### src/hdl/merge_pkg.sv
// shared widths and types for the 4-source merge tree; the tree depth is fixed at two levels, and SRC_W must equal that depth

package merge_pkg;

    //////////////////////////////////////////////////////////////////////
    // widths
    //////////////////////////////////////////////////////////////////////

    // producer payload width
    localparam int DATA_W  = 16;

    // producers feeding the tree
    localparam int NUM_SRC = 4;

    // one origin bit per tree level
    localparam int SRC_W   = 2;

    //////////////////////////////////////////////////////////////////////
    // types
    //////////////////////////////////////////////////////////////////////

    // one payload word
    typedef logic [DATA_W-1:0] data_t;

    // source index seen at the root
    // bit 1 from root node, bit 0 from first-level node
    typedef logic [SRC_W-1:0] src_t;

    // four-phase port states
    // rx walks IDLE -> WAIT_REQ_LOW
    // tx walks IDLE -> WAIT_ACK_HIGH -> WAIT_ACK_LOW
    typedef enum logic [1:0]
    {
        IDLE          = 2'd0,
        WAIT_REQ_LOW  = 2'd1,
        WAIT_ACK_HIGH = 2'd2,
        WAIT_ACK_LOW  = 2'd3
    } hs_state_t;

endpackage

### src/hdl/arbitor_last_served_2req.sv
// two requesters only; o_grant_b means nothing while o_valid is low, and the last-served bit moves only when i_en is high
`timescale 1ns/100ps

module arbitor_last_served_2req
(
    input  logic       i_clk,
    input  logic       i_rst,

    // bit 0 = req A, bit 1 = req B
    input  logic [1:0] i_req_bus,

    // grant is being consumed this cycle
    input  logic       i_en,

    // at least one request present
    output logic       o_valid,

    // 0 grants A, 1 grants B
    output logic       o_grant_b
);

    // last used register, 1 = B was served last
    logic r_last_b;

    logic w_req_a;
    logic w_req_b;

    assign w_req_a = i_req_bus[0];
    assign w_req_b = i_req_bus[1];

    // lone B wins outright
    // both present -> B only if A went last
    assign o_grant_b = (~w_req_a) | (w_req_b & ~r_last_b);
    assign o_valid   = w_req_a | w_req_b;

    // remember whoever actually got through
    always_ff @(posedge i_clk)
    begin
        if (i_rst)
        begin
            r_last_b <= 1'b0;
        end
        else if (i_en)
        begin
            r_last_b <= o_grant_b;
        end
    end

endmodule

### src/hdl/merge_node.sv
// TAG_IN_W of 0 means the tag inputs are ignored (tie them low); output is a single register stage, so one word in flight
`timescale 1ns/100ps

module merge_node
    import merge_pkg::*;
#(
    parameter int TAG_IN_W = 0
)
(
    input  logic                                   i_clk,
    input  logic                                   i_rst,

    // child A
    input  logic                                   i_a_valid,
    output logic                                   o_a_ready,
    input  data_t                                  i_a_data,
    input  logic [(TAG_IN_W > 0 ? TAG_IN_W-1 : 0):0] i_a_tag,

    // child B
    input  logic                                   i_b_valid,
    output logic                                   o_b_ready,
    input  data_t                                  i_b_data,
    input  logic [(TAG_IN_W > 0 ? TAG_IN_W-1 : 0):0] i_b_tag,

    // towards the parent
    output logic                                   o_valid,
    input  logic                                   i_ready,
    output data_t                                  o_data,
    output logic [TAG_IN_W:0]                      o_tag
);

    // output stage
    logic                r_valid;
    data_t               r_data;
    logic [TAG_IN_W:0]   r_tag;

    // arbiter results
    logic                w_any;
    logic                w_grant_b;

    // selected child
    data_t                                   w_sel_data;
    logic [(TAG_IN_W > 0 ? TAG_IN_W-1 : 0):0] w_sel_tag;
    logic [TAG_IN_W:0]                       w_next_tag;

    logic                w_space;
    logic                w_take;

    //////////////////////////////////////////////////////////////////////
    // arbitration
    //////////////////////////////////////////////////////////////////////

    arbitor_last_served_2req i_arb
    (
        .i_clk     (i_clk),
        .i_rst     (i_rst),
        .i_req_bus ({i_b_valid, i_a_valid}),
        .i_en      (w_take),
        .o_valid   (w_any),
        .o_grant_b (w_grant_b)
    );

    // empty, or emptying on this same edge
    assign w_space = ~r_valid | i_ready;
    assign w_take  = w_space & w_any;

    // only the granted side sees ready
    assign o_a_ready = w_space & ~w_grant_b;
    assign o_b_ready = w_space & w_grant_b;

    assign w_sel_data = w_grant_b ? i_b_data : i_a_data;
    assign w_sel_tag  = w_grant_b ? i_b_tag  : i_a_tag;

    // granted side becomes the new top origin bit
    generate
        if (TAG_IN_W == 0)
        begin : g_leaf
            assign w_next_tag = w_grant_b;
        end
        else
        begin : g_inner
            assign w_next_tag = {w_grant_b, w_sel_tag[TAG_IN_W-1:0]};
        end
    endgenerate

    //////////////////////////////////////////////////////////////////////
    // output register
    //////////////////////////////////////////////////////////////////////

    always_ff @(posedge i_clk)
    begin
        if (i_rst)
        begin
            r_valid <= 1'b0;
        end
        else if (w_take)
        begin
            r_valid <= 1'b1;
        end
        else if (i_ready)
        begin
            r_valid <= 1'b0;
        end
    end

    // payload, no reset
    always_ff @(posedge i_clk)
    begin
        if (w_take)
        begin
            r_data <= w_sel_data;
            r_tag  <= w_next_tag;
        end
    end

    assign o_valid = r_valid;
    assign o_data  = r_data;
    assign o_tag   = r_tag;

endmodule

### src/hdl/port_rx_4phase.sv
// producer shares i_clk so req is sampled directly; a new word waits until the buffer has drained and ack has dropped
`timescale 1ns/100ps

module port_rx_4phase
    import merge_pkg::*;
(
    input  logic  i_clk,
    input  logic  i_rst,

    // four-phase side
    input  logic  i_req,
    output logic  o_ack,
    input  data_t i_data,

    // valid/ready side
    output logic  o_valid,
    input  logic  i_ready,
    output data_t o_data
);

    hs_state_t r_state;
    logic      r_valid;
    data_t     r_data;
    logic      w_accept;

    // fresh req, buffer free
    assign w_accept = (r_state == IDLE) & i_req & ~r_valid;

    // handshake FSM
    always_ff @(posedge i_clk)
    begin
        if (i_rst)
        begin
            r_state <= IDLE;
        end
        else
        begin
            case (r_state)
                IDLE:         if (w_accept) r_state <= WAIT_REQ_LOW;
                WAIT_REQ_LOW: if (!i_req)   r_state <= IDLE;
                default:                    r_state <= IDLE;
            endcase
        end
    end

    // buffer fills from the producer, drains downstream
    always_ff @(posedge i_clk)
    begin
        if (i_rst)
        begin
            r_valid <= 1'b0;
        end
        else if (w_accept)
        begin
            r_valid <= 1'b1;
        end
        else if (i_ready)
        begin
            r_valid <= 1'b0;
        end
    end

    always_ff @(posedge i_clk)
    begin
        if (w_accept)
        begin
            r_data <= i_data;
        end
    end

    // ack held for as long as req stays up
    assign o_ack   = (r_state == WAIT_REQ_LOW);
    assign o_valid = r_valid;
    assign o_data  = r_data;

endmodule

### src/hdl/port_tx_4phase.sv
// consumer shares i_clk; o_data and o_src stay stable from req rise until ack falls, and only one word is held at a time
`timescale 1ns/100ps

module port_tx_4phase
    import merge_pkg::*;
(
    input  logic  i_clk,
    input  logic  i_rst,

    // valid/ready side
    input  logic  i_valid,
    output logic  o_ready,
    input  data_t i_data,
    input  src_t  i_src,

    // four-phase side
    output logic  o_req,
    input  logic  i_ack,
    output data_t o_data,
    output src_t  o_src
);

    hs_state_t r_state;
    data_t     r_data;
    src_t      r_src;
    logic      w_take;

    // register free only in IDLE
    assign o_ready = (r_state == IDLE);
    assign w_take  = o_ready & i_valid;

    // req up -> ack up -> req down -> ack down -> free
    always_ff @(posedge i_clk)
    begin
        if (i_rst)
        begin
            r_state <= IDLE;
        end
        else
        begin
            case (r_state)
                IDLE:          if (w_take) r_state <= WAIT_ACK_HIGH;
                WAIT_ACK_HIGH: if (i_ack)  r_state <= WAIT_ACK_LOW;
                WAIT_ACK_LOW:  if (!i_ack) r_state <= IDLE;
                default:                   r_state <= IDLE;
            endcase
        end
    end

    // word and its origin
    always_ff @(posedge i_clk)
    begin
        if (w_take)
        begin
            r_data <= i_data;
            r_src  <= i_src;
        end
    end

    assign o_req  = (r_state == WAIT_ACK_HIGH);
    assign o_data = r_data;
    assign o_src  = r_src;

endmodule

### src/hdl/merge_tree_top.sv
// all producers and the consumer must run on i_clk; fixed at four sources, one buffered word per stage
`timescale 1ns/100ps

module merge_tree_top
    import merge_pkg::*;
(
    input  logic                i_clk,
    input  logic                i_rst,

    // producers
    input  logic [NUM_SRC-1:0]  i_req,
    output logic [NUM_SRC-1:0]  o_ack,
    input  data_t [NUM_SRC-1:0] i_data,

    // consumer
    output logic                o_req,
    input  logic                i_ack,
    output data_t               o_data,
    output src_t                o_src
);

    //////////////////////////////////////////////////////////////////////
    // hop wires
    //////////////////////////////////////////////////////////////////////

    // rx -> first level
    logic [NUM_SRC-1:0]  rx_valid;
    logic [NUM_SRC-1:0]  rx_ready;
    data_t [NUM_SRC-1:0] rx_data;

    // first level -> root, index 0 serves sources 0/1
    logic [1:0]          l1_valid;
    logic [1:0]          l1_ready;
    data_t [1:0]         l1_data;
    logic [1:0]          l1_tag;

    // root -> tx
    logic                root_valid;
    logic                root_ready;
    data_t               root_data;
    src_t                root_tag;

    // one receive port per producer
    for (genvar n = 0; n < NUM_SRC; n++)
    begin : g_rx
        port_rx_4phase i_rx
        (
            .i_clk   (i_clk),
            .i_rst   (i_rst),
            .i_req   (i_req[n]),
            .o_ack   (o_ack[n]),
            .i_data  (i_data[n]),
            .o_valid (rx_valid[n]),
            .i_ready (rx_ready[n]),
            .o_data  (rx_data[n])
        );
    end

    // first level, pair n feeds root side n
    for (genvar p = 0; p < 2; p++)
    begin : g_l1
        merge_node #(.TAG_IN_W(0)) i_node
        (
            .i_clk     (i_clk),
            .i_rst     (i_rst),
            .i_a_valid (rx_valid[2*p]),
            .o_a_ready (rx_ready[2*p]),
            .i_a_data  (rx_data[2*p]),
            .i_a_tag   (1'b0),
            .i_b_valid (rx_valid[2*p+1]),
            .o_b_ready (rx_ready[2*p+1]),
            .i_b_data  (rx_data[2*p+1]),
            .i_b_tag   (1'b0),
            .o_valid   (l1_valid[p]),
            .i_ready   (l1_ready[p]),
            .o_data    (l1_data[p]),
            .o_tag     (l1_tag[p])
        );
    end

    // root adds bit 1 of the source index
    merge_node #(.TAG_IN_W(1)) i_node_root
    (
        .i_clk     (i_clk),
        .i_rst     (i_rst),
        .i_a_valid (l1_valid[0]),
        .o_a_ready (l1_ready[0]),
        .i_a_data  (l1_data[0]),
        .i_a_tag   (l1_tag[0]),
        .i_b_valid (l1_valid[1]),
        .o_b_ready (l1_ready[1]),
        .i_b_data  (l1_data[1]),
        .i_b_tag   (l1_tag[1]),
        .o_valid   (root_valid),
        .i_ready   (root_ready),
        .o_data    (root_data),
        .o_tag     (root_tag)
    );

    port_tx_4phase i_tx
    (
        .i_clk   (i_clk),
        .i_rst   (i_rst),
        .i_valid (root_valid),
        .o_ready (root_ready),
        .i_data  (root_data),
        .i_src   (root_tag),
        .o_req   (o_req),
        .i_ack   (i_ack),
        .o_data  (o_data),
        .o_src   (o_src)
    );

endmodule

### config.mk
export PLATFORM = sky130hd
export DESIGN_NAME = merge_tree_top
export DESIGN_NICKNAME = d
export VERILOG_FILES = /design/src/hdl/merge_pkg.sv /design/src/hdl/arbitor_last_served_2req.sv /design/src/hdl/merge_node.sv /design/src/hdl/port_rx_4phase.sv /design/src/hdl/port_tx_4phase.sv /design/src/hdl/merge_tree_top.sv
export SDC_FILE = /design/constraint.sdc
export NUM_CORES = 1
export LEC_CHECK = 0
export ABC_AREA = 0
export BUFFER_PORTS_ARGS = -buffer_cell sky130_fd_sc_hd__buf_2
export CORE_MARGIN = 1.5
export CORE_UTILIZATION = 50
export CTS_CLUSTER_SIZE = 24
export DETAILED_ROUTE_END_ITERATION = 7
export GPL_TIMING_DRIVEN = 0
export PLACE_DENSITY = 0.75
export SLEW_MARGIN = 10
export SYNTH_ARGS = -nofsm -noshare
export SYNTH_HDL_FRONTEND = slang
export SYNTH_HIERARCHICAL = 1
export SYNTH_SLANG_ARGS = --single-unit
### constraint.sdc
create_clock -name i_clk -period 2.1 [get_ports i_clk]
set_input_delay 0.63 -clock i_clk [delete_from_list [all_inputs] [get_ports i_clk]]
set_output_delay 0.63 -clock i_clk [all_outputs]
set_load 0.05 [all_outputs]
; After elaboration in Yosys (flattened, before gate mapping)
; Cells that the tools add are included.
[classes]
n_reduce_logical = 17
mux = 34
eq_ne = 17
n_bitwise = 43
[ops]
columns = cell, n
row1 = 2-to-1 mux 16 bit, 3
row2 = 2-to-1 mux 2 bit, 11
row3 = bitwise AND 1 bit, 21
row4 = one-hot mux 2 bit (2 select lines), 4
row5 = 2-to-1 mux 1 bit, 15
row6 = nonzero test 2 bit, 7
row7 = inverter 1 bit, 13
row8 = "inequality test 2 x 1 -> 1 bit, second input constant", 6
row9 = logical NOT 2 bit, 5
row10 = "inequality test 2 bit, second input constant", 5
row11 = OR 1 bit, 9
row12 = "== test 2 x 1 -> 1 bit, second input constant", 4
row13 = AND reduction 2 bit, 4
row14 = one-hot mux 2 bit (3 select lines), 1
row15 = "== test 2 bit, second input constant", 2
row16 = AND reduction 3 bit, 1
[totals]
out_inout_bits = 23
elab_cells = 138
in_bits = 71
reg_bits = 154

; Logic depth before layout (Yosys ltp)
; Gate-level depths: netlist of run 1.
[depth]
depth_word = 9
depth_mapped = 9
depth_no_buf = 7

; By module
; The synthesis of run 1 kept the hierarchy.
[by_module_without_submodules]
columns = mod, cells_each, n_inst, area_each_um2, seq_area_each_um2
row1 = port_rx_4phase, 23, 4, 563.0, 520.5
row2 = merge_node at g_l1[0].i_node ..., 42, 2, 809.5, 530.5
row3 = merge_node at i_node_root, 44, 1, 850.8, 560.5
row4 = port_tx_4phase, 29, 1, 629.4, 580.6
row5 = arbitor_last_served_2req, 6, 3, 62.6, 20.0
row6 = merge_tree_top, 1, 1, 3.8, 0.0

; Worst setup path after synthesis of run 1
; No wires, ideal clock.
[synth_path]
kind = reg2reg
start = reg i_tx.r_state[1]
end = reg i_tx.r_data[0], in the netlist i_tx/o_data[0] (enable)
t_arrival_ns = 1.641
path_slack_ns = 0.044
period_less_slack_ns = 2.056
setup_ns = 0.416
required_time_ns = 1.684
stages_incl_launch_ff = 2
path_buffers = 0
path_cell_list = dfxtp_1 -> nor3_1
[synth_between]
elab_chain_len = 2
[synth_rtl]
columns = element, line
row1 = from (decl), port_tx_4phase.sv:23  ; hs_state_t r_state;
row2 = from (signal assigned), port_tx_4phase.sv:37  ; r_state <= IDLE;
row3 = from (signal assigned), port_tx_4phase.sv:42  ; IDLE: if (w_take) r_state <= WAIT_ACK_HIGH;
row4 = from (signal assigned), port_tx_4phase.sv:43  ; WAIT_ACK_HIGH: if (i_ack) r_state <= WAIT_ACK_LOW;
row5 = logical NOT 2 bit, port_tx_4phase.sv:29  ; assign o_ready = (r_state == IDLE);
row6 = bitwise AND 1 bit, port_tx_4phase.sv:30  ; assign w_take = o_ready & i_valid;
row7 = via i_tx.w_take, port_tx_4phase.sv:26  ; logic w_take;
row8 = to (signal assigned), port_tx_4phase.sv:55  ; r_data <= i_data;
row9 = to (decl), port_tx_4phase.sv:24  ; data_t r_data;
; The timed path passes the listed nets, and every way through them passes these cells.
; A chain may end at the register's enable or synchronous reset.

; Worst setup path after layout of run 1
[layout_path]
start = reg i_tx.r_state[0]
end = out o_req
[layout_between]
elab_chain_len = 1
[layout_rtl]
columns = element, line
row1 = == test 2 bit, port_tx_4phase.sv:60  ; assign o_req = (r_state == WAIT_ACK_HIGH);
row2 = to (decl), merge_tree_top.sv:16  ; output logic o_req,
; No other way between the ends.

==> impl_metrics.py, run 1 <==
metrics = {
    "outcome": {
        "run_status": "finished clean",
    },
    "pwr": {
        "p_leak_nw": 2.70,
        "power_density_nw_per_um2": 1110,
        "power_mw": 7.71,
        "ir_drop_mv": 0.640,
    },
    "global_routing": {
        "antenna_found_initial": 0,
        "overflow": 0,
        "gr-usage-all-layers_pct": 16.8,
        "grt_pass1_wl_um": 13900,
        "grt_pass1_vias": 2700,
        "grt_start_max_net_pins": 21,
    },
    "timing": {
        "holdWs_ps": 289,
        "fin_crit_sh_pct": 92.3,
        "tns_ps": 0,
        "maxSlewHeadroom_pct": 33.5,
        "layout_min_cycle_time_ps": 1940,
        "worst_slack_ps": 162,
        "finalHoldViolations": 0,
        "clock_skew_ps": 7.74,
        "rsz0062_at_grt": "no",
        "finalMaxSlewViolations": 0,
        "fmax_mhz": 516,
        "worstMarginPinSlew_ps": 997,
        "finalSetupViolCount": 0,
    },
    "placement": {
        "dpl.hpwl_um": 6070,
        "gp_congestion": 0.713,
        "dp_cells": 501,
        "placed_area_um2": 6220,
        "io_buffers": 93,
        "post-place-ws_ps": -347,
    },
    "setup_path": {
        "r2r-end": "g_l1[0].i_node/i_arb/r_last_b",
        "cp-start-kind": "flip-flop",
        "endpoint_kind": "output pin",
        "worstPathRequired_ps": 1470,
        "arrival_ps": 1310,
        "reg2regPathDepth": 9,
        "critical_path_class": "flip-flop to output pin",
        "path_max_fanout": 5,
        "r2r-start": "g_l1[1].i_node/o_valid",
        "rrSetupSlack_ps": 200,
    },
    "layout": {
        "layout-drive-gt1-share_pct": 52.9,
        "final_common_cell": "edfxtp_1",
        "final_cell_mix": "edfxtp_1 (134), buf_2 (93), mux2_2 (25)",
        "design_area_um2": 6930,
        "fin_util_pct": 64.0,
        "final_cells": 541,
        "nets": 459,
        "area_delta_synth_final_pct": 25.2,
        "diodes": 0,
    },
    "clocking": {
        "cts_buffer_depth": 2,
        "cts_buffers": 17,
        "clk_pin_slew_ps": 60,
        "cts-root-buf": "clkbuf_8",
        "cts_tree": "built",
        "clk_latency_ps": 510,
        "cts.sinks": 150,
        "htree_levels": 4,
    },
    "logic_synthesis": {
        "synthesis.nets": 338,
        "syn_area_per_cell_um2": 20.7,
        "yosys_warnings": 6,
        "postSynthCellCount": 267,
        "synth_area_um2": 5540,
    },
    "die": {
        "start_util_pct": 51.1,
        "dieHeight_um": 108,
        "core-area_um2": 10800,
        "io_pins": 94,
        "die_width_um": 108,
        "dieArea_um2": 11700,
        "num_rows": 38,
    },
    "detailed_routing": {
        "drtIter0Drc": 90,
        "firstDrtPassIters": 4,
        "drtAntennaViolNets": 0,
        "dr_total_vias": 2679,
        "wirelength_um": 9270,
        "drc": 0,
        "wire_per_inst_um": 17.1,
        "routed_via_density": 4.95,
    },
    "hold_path": {
        "min_path_cells": 1,
        "hp-start": "i_data[44]",
        "hold_end": "g_rx[2].i_rx/o_data[12]",
        "min_path_type": "input port to flip-flop",
    },
    "run": {
        "max-cap-violations": 0,
    },
}
-- per-layer routing --
layer	global-route usage, %	vias up	share of wire [%]
met5	0	-	0
met2	30.5	74	55
met4	5.92	0	1.0
li1	-	1266	-
met3	4.58	10	4.7
met1	19.1	1329	39
-- power by group --
group | internal, mW | switching, mW | total, mW
combinational | 0.409 | 0.483 | 0.893
sequential | 3.64 | 0.111 | 3.76
clock | 1.89 | 1.17 | 3.06
total | 5.94 | 1.77 | 7.71
-- layout make-up --
| type | instances | area, µm² |
|---|---|---|
| Tap cell | 140 | 175 |
| Buffer | 6 | 93.8 |
| Inverter | 4 | 15.0 |
| Clock buffer | 19 | 442 |
| Fill cell | 788 | 3910 |
| Clock inverter | 13 | 170 |
| Sequential cell | 150 | 4340 |
| Multi-Input combinational cell | 107 | 1120 |
| Timing Repair Buffer | 102 | 571 |
-- registers in the layout, summed over array words and instances (netlist names) --
name and cells:
g_rx.i_rx/o_data 64, g_l1.i_node/o_data 32, i_node_root/o_data 16, i_tx/o_data 16, g_rx.i_rx/o_valid 4, g_rx.i_rx/r_state 4
g_l1.i_node/i_arb/r_last_b 2, g_l1.i_node/o_tag 2, g_l1.i_node/o_valid 2, i_node_root/o_tag 2, i_tx/o_src 2, i_tx/r_state 2
i_node_root/i_arb/r_last_b 1, i_node_root/o_valid 1
-- worst max path at each step --
stage | startpoint | to | cells after the start
global placement | i_tx/r_state[1] | i_tx/o_data[15] | 1
finish | i_tx/r_state[0] | o_req | 2
floorplan | i_tx/r_state[1] | i_tx/o_data[0] | 1
CTS | i_node_root/i_arb/r_last_b | g_l1[0].i_node/i_arb/r_last_b | 9
detailed placement | i_node_root/i_arb/r_last_b | g_l1[0].i_node/i_arb/r_last_b | 9
global route | g_l1[1].i_node/o_valid | g_l1[0].i_node/i_arb/r_last_b | 9
-- critical path, stage by stage, from the launching register on --
cell and delay [ps]:
dfxtp_1 400, and2b_1 190, buf_2 200
-- timing repair --
item	4_1_cts	5_1_grt
hold buffers	0	0
pin swaps	0	2
gates resized for setup	4	1
setup endpoints to repair	36	3
buffers inserted	0	8
Note: power is estimated with default switching activity, not from simulation.
==> inputs of run 2 (changes only) <==
--- a/config.mk
+++ b/config.mk
@@ -8,11 +8,12 @@
 export ABC_AREA = 0
 export BUFFER_PORTS_ARGS = -buffer_cell sky130_fd_sc_hd__buf_2
 export CORE_MARGIN = 1.5
-export CORE_UTILIZATION = 50
-export CTS_CLUSTER_SIZE = 24
+export CORE_UTILIZATION = 55
+export CTS_CLUSTER_DIAMETER = 50
+export CTS_CLUSTER_SIZE = 8
 export DETAILED_ROUTE_END_ITERATION = 7
 export GPL_TIMING_DRIVEN = 0
-export PLACE_DENSITY = 0.75
+export PLACE_DENSITY = 0.78
 export SLEW_MARGIN = 10
 export SYNTH_ARGS = -nofsm -noshare
 export SYNTH_HDL_FRONTEND = slang
==> constraint.sdc (replaced) <==
create_clock -name i_clk -period 1.8 [get_ports i_clk]
set_input_delay 0.54 -clock i_clk [delete_from_list [all_inputs] [get_ports i_clk]]
set_output_delay 0.54 -clock i_clk [all_outputs]
set_load 0.05 [all_outputs]
==> run 2 against run 1 <==
Against the previous run:
- global-route usage up 1.7 points
- largest cell class unchanged
- sequential power up 16%
- sequential share of layout area up 0.20 points
- sequential cell count unchanged
==> impl_metrics.py, run 2 (synthesis gave the netlist of run 1 again) <==
metrics = {
    "timing": {
        "holdWs_ps": 214,
        "finalHoldViolations": 0,
        "maxSlewHeadroom_pct": 54.1,
        "fmax_mhz": 571,
        "finalMaxSlewViolations": 0,
        "rsz0062_at_grt": "no",
        "worstMarginPinSlew_ps": 688,
        "layout_min_cycle_time_ps": 1750,
        "finalSetupViolCount": 0,
        "fin_crit_sh_pct": 97.3,
        "clock_skew_ps": 7.23,
    },
    "setup_path": {
        "critPathMaxStageDelay_ps": 410,
        "worstPathRequired_ps": 1260,
        "slowest_stage": "dfxtp_1",
        "rrSetupSlack_ps": 110,
        "reg2regPathDepth": 8,
        "cp_cell_sequence": "buf_2",
        "cp-start-kind": "flip-flop",
        "r2r-end": "g_l1[0].i_node/i_arb/r_last_b",
        "endpoint_kind": "output pin",
        "critical_path_class": "flip-flop to output pin",
        "arrival_ps": 1210,
        "r2r-start": "i_node_root/i_arb/r_last_b",
        "path_max_fanout": 3,
        "path_buf_inv": 1,
        "critPathTopFamily": "flip-flops",
    },
    "clocking": {
        "clk_latency_ps": 500,
        "clk_pin_slew_ps": 60,
        "cts_buffers": 17,
        "cts_tree": "built",
        "cts_buffer_depth": 2,
        "cts-root-buf": "clkbuf_8",
        "cts.sinks": 150,
        "postCtsHoldBufs": 0,
        "htree_levels": 4,
    },
    "placement": {
        "io_buffers": 93,
        "gp_congestion": 0.712,
        "dpl.hpwl_um": 6080,
    },
    "pwr": {
        "p_int_mw": 6.55,
        "power_density_nw_per_um2": 1230,
        "p_leak_nw": 2.70,
        "p_clk_share_pct": 35.5,
        "ir_drop_mv": 0.792,
        "switching_share_pct": 22.8,
        "p_seq_share_pct": 51.6,
        "p_sw_mw": 1.93,
        "power_mw": 8.48,
        "combPwrFrac_pct": 12.9,
    },
    "detailed_routing": {
        "drc": 0,
        "drtAntennaViolNets": 0,
        "wirelength_um": 9220,
        "routed_via_density": 5.02,
        "wire_per_inst_um": 17.2,
        "dr_total_vias": 2689,
        "wl_met1_um": 3610,
        "firstDrtPassIters": 6,
        "drtIter0Drc": 116,
        "wl_met3_um": 375,
        "highest_layer": "met4",
        "wl_met2_um": 5090,
    },
    "layout": {
        "nets": 462,
        "fin_util_pct": 70.8,
        "final_cell_mix": "edfxtp_1 (134), buf_2 (92), mux2_2 (25)",
        "layout-drive-gt1-share_pct": 53.2,
        "area_delta_synth_final_pct": 24.9,
        "final_common_cell": "edfxtp_1",
        "largest_reg_flops": 64,
    },
    "hold_path": {
        "min_path_cells": 1,
        "hp-start": "i_data[56]",
        "min_path_type": "input port to flip-flop",
        "hold_end": "g_rx[3].i_rx/o_data[8]",
    },
    "global_routing": {
        "grt_pass1_vias": 2669,
        "overflow": 0,
        "grt_pass1_wl_um": 13600,
        "gr-usage-all-layers_pct": 18.6,
        "grt_start_max_net_pins": 21,
        "antenna_found_initial": 0,
    },
    "run": {
        "max-cap-violations": 0,
    },
    "outcome": {
        "run_status": "finished clean",
    },
    "die": {
        "dieHeight_um": 103,
        "start_util_pct": 56.7,
        "dieArea_um2": 10700,
        "io_pins": 94,
        "core-area_um2": 9770,
        "num_rows": 36,
        "die_width_um": 103,
    },
}
[run 2: changes by cell type in the layout (fill, tap and decap cells not counted), sizes merged, moves of 2 or more]
cell,change
clkinv,+6
buf,+3
inv,-3
bufinv,-2
clkinvlp,-2
[run 2: through the flow]
stage | TNS, ps | instances | cell area (µm²) | setup slack, ps
6_report | 0 | 536 | 6920 | 48.1
5_1_grt | 0 | 535 | 6920 | 5.11
3_3_place_gp | -38010 | 493 | 6180 | -493
4_1_cts | 0 | 533 | 6890 | 3.92
2_1_floorplan | 0 | 267 | 5550 | 24.0
3_5_place_dp | -8220 | 498 | 6280 | -351
[run 2: power groups by stage]
| stage | logic, mW | registers [mW] | clock network, mW |
|---|---|---|---|
| finish | 1.10 | 4.38 | 3.01 |
| floorplan | 0.549 | 4.56 | 0 |
| CTS | 1.10 | 4.38 | 3.06 |
| global placement | 0.944 | 4.42 | 0 |
| detailed placement | 1.01 | 4.44 | 0 |
| global route | 1.17 | 4.41 | 3.23 |
[run 2: cell type report]
| class | instances | area [µm²] |
|---|---|---|
| Sequential cell | 150 | 4350 |
| Fill cell | 613 | 2850 |
| Multi-Input combinational cell | 107 | 1150 |
| Timing Repair Buffer | 106 | 649 |
| Clock buffer | 18 | 418 |
| Tap cell | 133 | 166 |
| Clock inverter | 12 | 90.1 |
| Buffer | 5 | 82.6 |
| Inverter | 4 | 15.0 |
| Antenna cell | 1 | 2.50 |
[run 2: layer usage]
metal  GRT usage [%]  vias up
met3            6.05       12
met4            7.90        0
met1            20.9     1317
li1                -     1270
met5               0        -
met2            32.5       90
[run 2: repair_timing]
item / 4_1_cts / 5_1_grt
gates resized for setup: 8 / 5
setup buffers: 5 / 3
gates cloned: 0 / 0
setup endpoints to repair: 59 / 39
pin swaps: 2 / 1
[run 2: how the worst max path moves through the flow]
stage	from	to	slack, ps	cells after the start
global placement	i_req[0]	g_rx[0].i_rx/o_data[2]	-490	2
CTS	i_tx/r_state[0]	o_req	4	2
floorplan	g_l1[1].i_node/o_valid	g_l1[1].i_node/i_arb/r_last_b	20	9
global route	g_rx[2].i_rx/r_state[0]	o_ack[2]	5	1
finish	g_rx[2].i_rx/r_state[0]	o_ack[2]	50	1
detailed placement	g_l1[1].i_node/o_valid	g_l1[1].i_node/i_arb/r_last_b	-350	9
[run 2: worst register-to-register path: cells and delay by family, from the launching register on]
family / cells / cell delay, ps
buffers and inverters: 2 / 260
and+or+nand+nor: 5 / 750
DFF: 1 / 320
AOI/OAI and AO/OA: 1 / 260
==> inputs of run 3 (changes only) <==
--- a/config.mk
+++ b/config.mk
@@ -14,6 +14,7 @@
 export DETAILED_ROUTE_END_ITERATION = 7
 export GPL_TIMING_DRIVEN = 0
 export PLACE_DENSITY = 0.78
+export SETUP_SLACK_MARGIN = 0.5
 export SLEW_MARGIN = 10
 export SYNTH_ARGS = -nofsm -noshare
 export SYNTH_HDL_FRONTEND = slang
==> run 3 against run 2 <==
Against the previous run:
- register-to-register slack lost 60 ps
- via count grew 13%
- sequential power is essentially flat
- non-clock buffer count grew 53
- sequential share of layout area shrank 9.0 points
- clock skew grew 3.2 ps
- total power grew 13%
- worst hold slack lost 15 ps
- setup slack lost 1.3 ps
- critical path depth grew 8
- wire length grew 30%
- combinational power grew 58%
==> impl_metrics.py, run 3 (synthesis gave the netlist of run 1 again) <==
metrics = {
    "setup_path": {
        "slowest_stage": "dfxtp_4",
        "worstPathRequired_ps": 2020,
        "path_buf_inv": 4,
        "path_max_fanout": 6,
        "cp_cell_sequence": "buf_4 -> buf_6 -> nor2_4 -> nand2b_4 -> and2_4 -> nand2b_4 -> and2_4 -> buf_12 -> buf_12",
        "cp-start-kind": "flip-flop",
        "critPathTopFamily": "simple AND/OR/NAND/NOR gates",
        "arrival_ps": 1980,
        "critPathMaxStageDelay_ps": 330,
        "endpoint_kind": "flip-flop",
        "critical_path_class": "flip-flop to flip-flop",
    },
    "timing": {
        "fmax_mhz": 570,
        "holdWs_ps": 199,
        "rsz0062_at_grt": "yes",
        "finalSetupViolCount": 0,
        "worst_slack_ps": 46.8,
        "clock_skew_ps": 10.5,
        "layout_min_cycle_time_ps": 1750,
        "worstMarginPinSlew_ps": 393,
        "maxSlewHeadroom_pct": 73.8,
        "finalMaxSlewViolations": 0,
        "finalHoldViolations": 0,
        "fin_crit_sh_pct": 97.4,
    },
    "pwr": {
        "switching_share_pct": 22.4,
        "p_seq_share_pct": 45.8,
        "ir_drop_mv": 0.829,
        "p_int_mw": 7.47,
        "combPwrFrac_pct": 18.1,
        "p_sw_mw": 2.15,
        "power_mw": 9.62,
        "power_density_nw_per_um2": 1180,
        "p_leak_nw": 3.36,
        "p_clk_share_pct": 36.1,
    },
    "outcome": {
        "run_status": "finished clean",
    },
    "placement": {
        "post-place-ws_ps": -44.7,
        "io_buffers": 93,
        "dpl.hpwl_um": 5540,
        "dp_cells": 493,
        "placed_area_um2": 6260,
        "gp_congestion": 0.728,
    },
    "detailed_routing": {
        "wire_per_inst_um": 20.2,
        "dr_total_vias": 3030,
        "firstDrtPassIters": 4,
        "drc": 0,
        "routed_via_density": 5.10,
        "drtIter0Drc": 105,
        "wirelength_um": 12000,
        "drtAntennaViolNets": 0,
    },
    "global_routing": {
        "grt_start_max_net_pins": 19,
        "grt_pass1_wl_um": 15800,
        "gr-usage-all-layers_pct": 21.4,
        "grt_pass1_vias": 2971,
        "overflow": 0,
        "antenna_found_initial": 0,
    },
    "layout": {
        "final_cell_mix": "edfxtp_1 (134), buf_2 (70), mux2_4 (49)",
        "final_cells": 594,
        "nets": 520,
        "area_delta_synth_final_pct": 47.2,
        "diodes": 0,
        "layout-drive-gt1-share_pct": 64.2,
        "largest_reg_flops": 64,
        "final_common_cell": "edfxtp_1",
        "design_area_um2": 8160,
        "fillers": 462,
    },
    "die": {
        "start_util_pct": 56.7,
        "dieHeight_um": 103,
        "core-area_um2": 9770,
        "num_rows": 36,
        "die_width_um": 103,
        "dieArea_um2": 10700,
        "io_pins": 94,
    },
    "clocking": {
        "clk_latency_ps": 510,
        "htree_levels": 4,
        "cts_buffer_depth": 2,
        "clk_pin_slew_ps": 60,
        "cts_tree": "built",
        "cts-root-buf": "clkbuf_8",
        "cts_buffers": 17,
        "cts.sinks": 150,
    },
    "hold_path": {
        "min_path_type": "input port to flip-flop",
    },
    "run": {
        "max-cap-violations": 0,
    },
}
-- run 3: path summary, 6_finish.rpt --
check / cells past startpoint / slack [ps] / to / from
min: 1 / 200 / g_rx[1].i_rx/o_data[8] / i_data[24]
max reg2reg: 9 / 50 / g_l1[1].i_node/o_data[1] / i_tx/r_state[0]
max: 9 / 50 / g_l1[1].i_node/o_data[1] / i_tx/r_state[0]
min reg2reg: 0 / 410 / i_tx/o_src[1] / i_node_root/o_tag[1]
-- run 3: power by group through the flow --
stage | logic (mW) | clock network (mW) | registers (mW)
finish | 1.74 | 3.47 | 4.41
global route | 1.82 | 3.68 | 4.43
CTS | 1.48 | 3.51 | 4.39
detailed placement | 0.972 | 0 | 4.46
global placement | 0.954 | 0 | 4.44
floorplan | 0.581 | 0 | 4.57
-- run 3: worst register-to-register path, delay by kind of cell (launching register included) --
kind / cells / cell delay, ps
flops: 1 / 330
simple gates: 5 / 650
buf+inv: 4 / 470
-- run 3: repair_timing --
action | in CTS | in global routing
setup buffers | 38 | 18
hold buffers | 0 | 0
setup endpoints to repair | 189 | 151
gates resized for setup | 110 | 32
pin swaps | 12 | 5
cloned | 9 | 5
-- run 3: cell type report --
cell class	instances	area, µm²	area share (%)
inverters	4	15.0	0.184
multi-input cells	112	1350	16.6
repair buffers	158	1550	18.9
well taps	133	166	2.04
plain buffers	6	105	1.29
clock buffers	20	425	5.22
flip-flops and latches	150	4390	53.8
clock inverters	11	158	1.93
-- run 3: stage by stage --
stage / utilization [%] / TNS (ps)
floorplan: - / 0
global placement: 64.1 / -273
detailed placement: 64.1 / -923
CTS: 79.9 / 0
global route: 83.4 / -0.0986
finish: 83.4 / 0
-- run 3: metal layers --
layer	vias to the layer above	wire, µm	GRT usage (%)
met3	17	599	4.84
li1	1397	-	-
met4	0	206	11.0
met1	1504	4420	25.1
met5	-	0	0
met2	112	6770	36.9
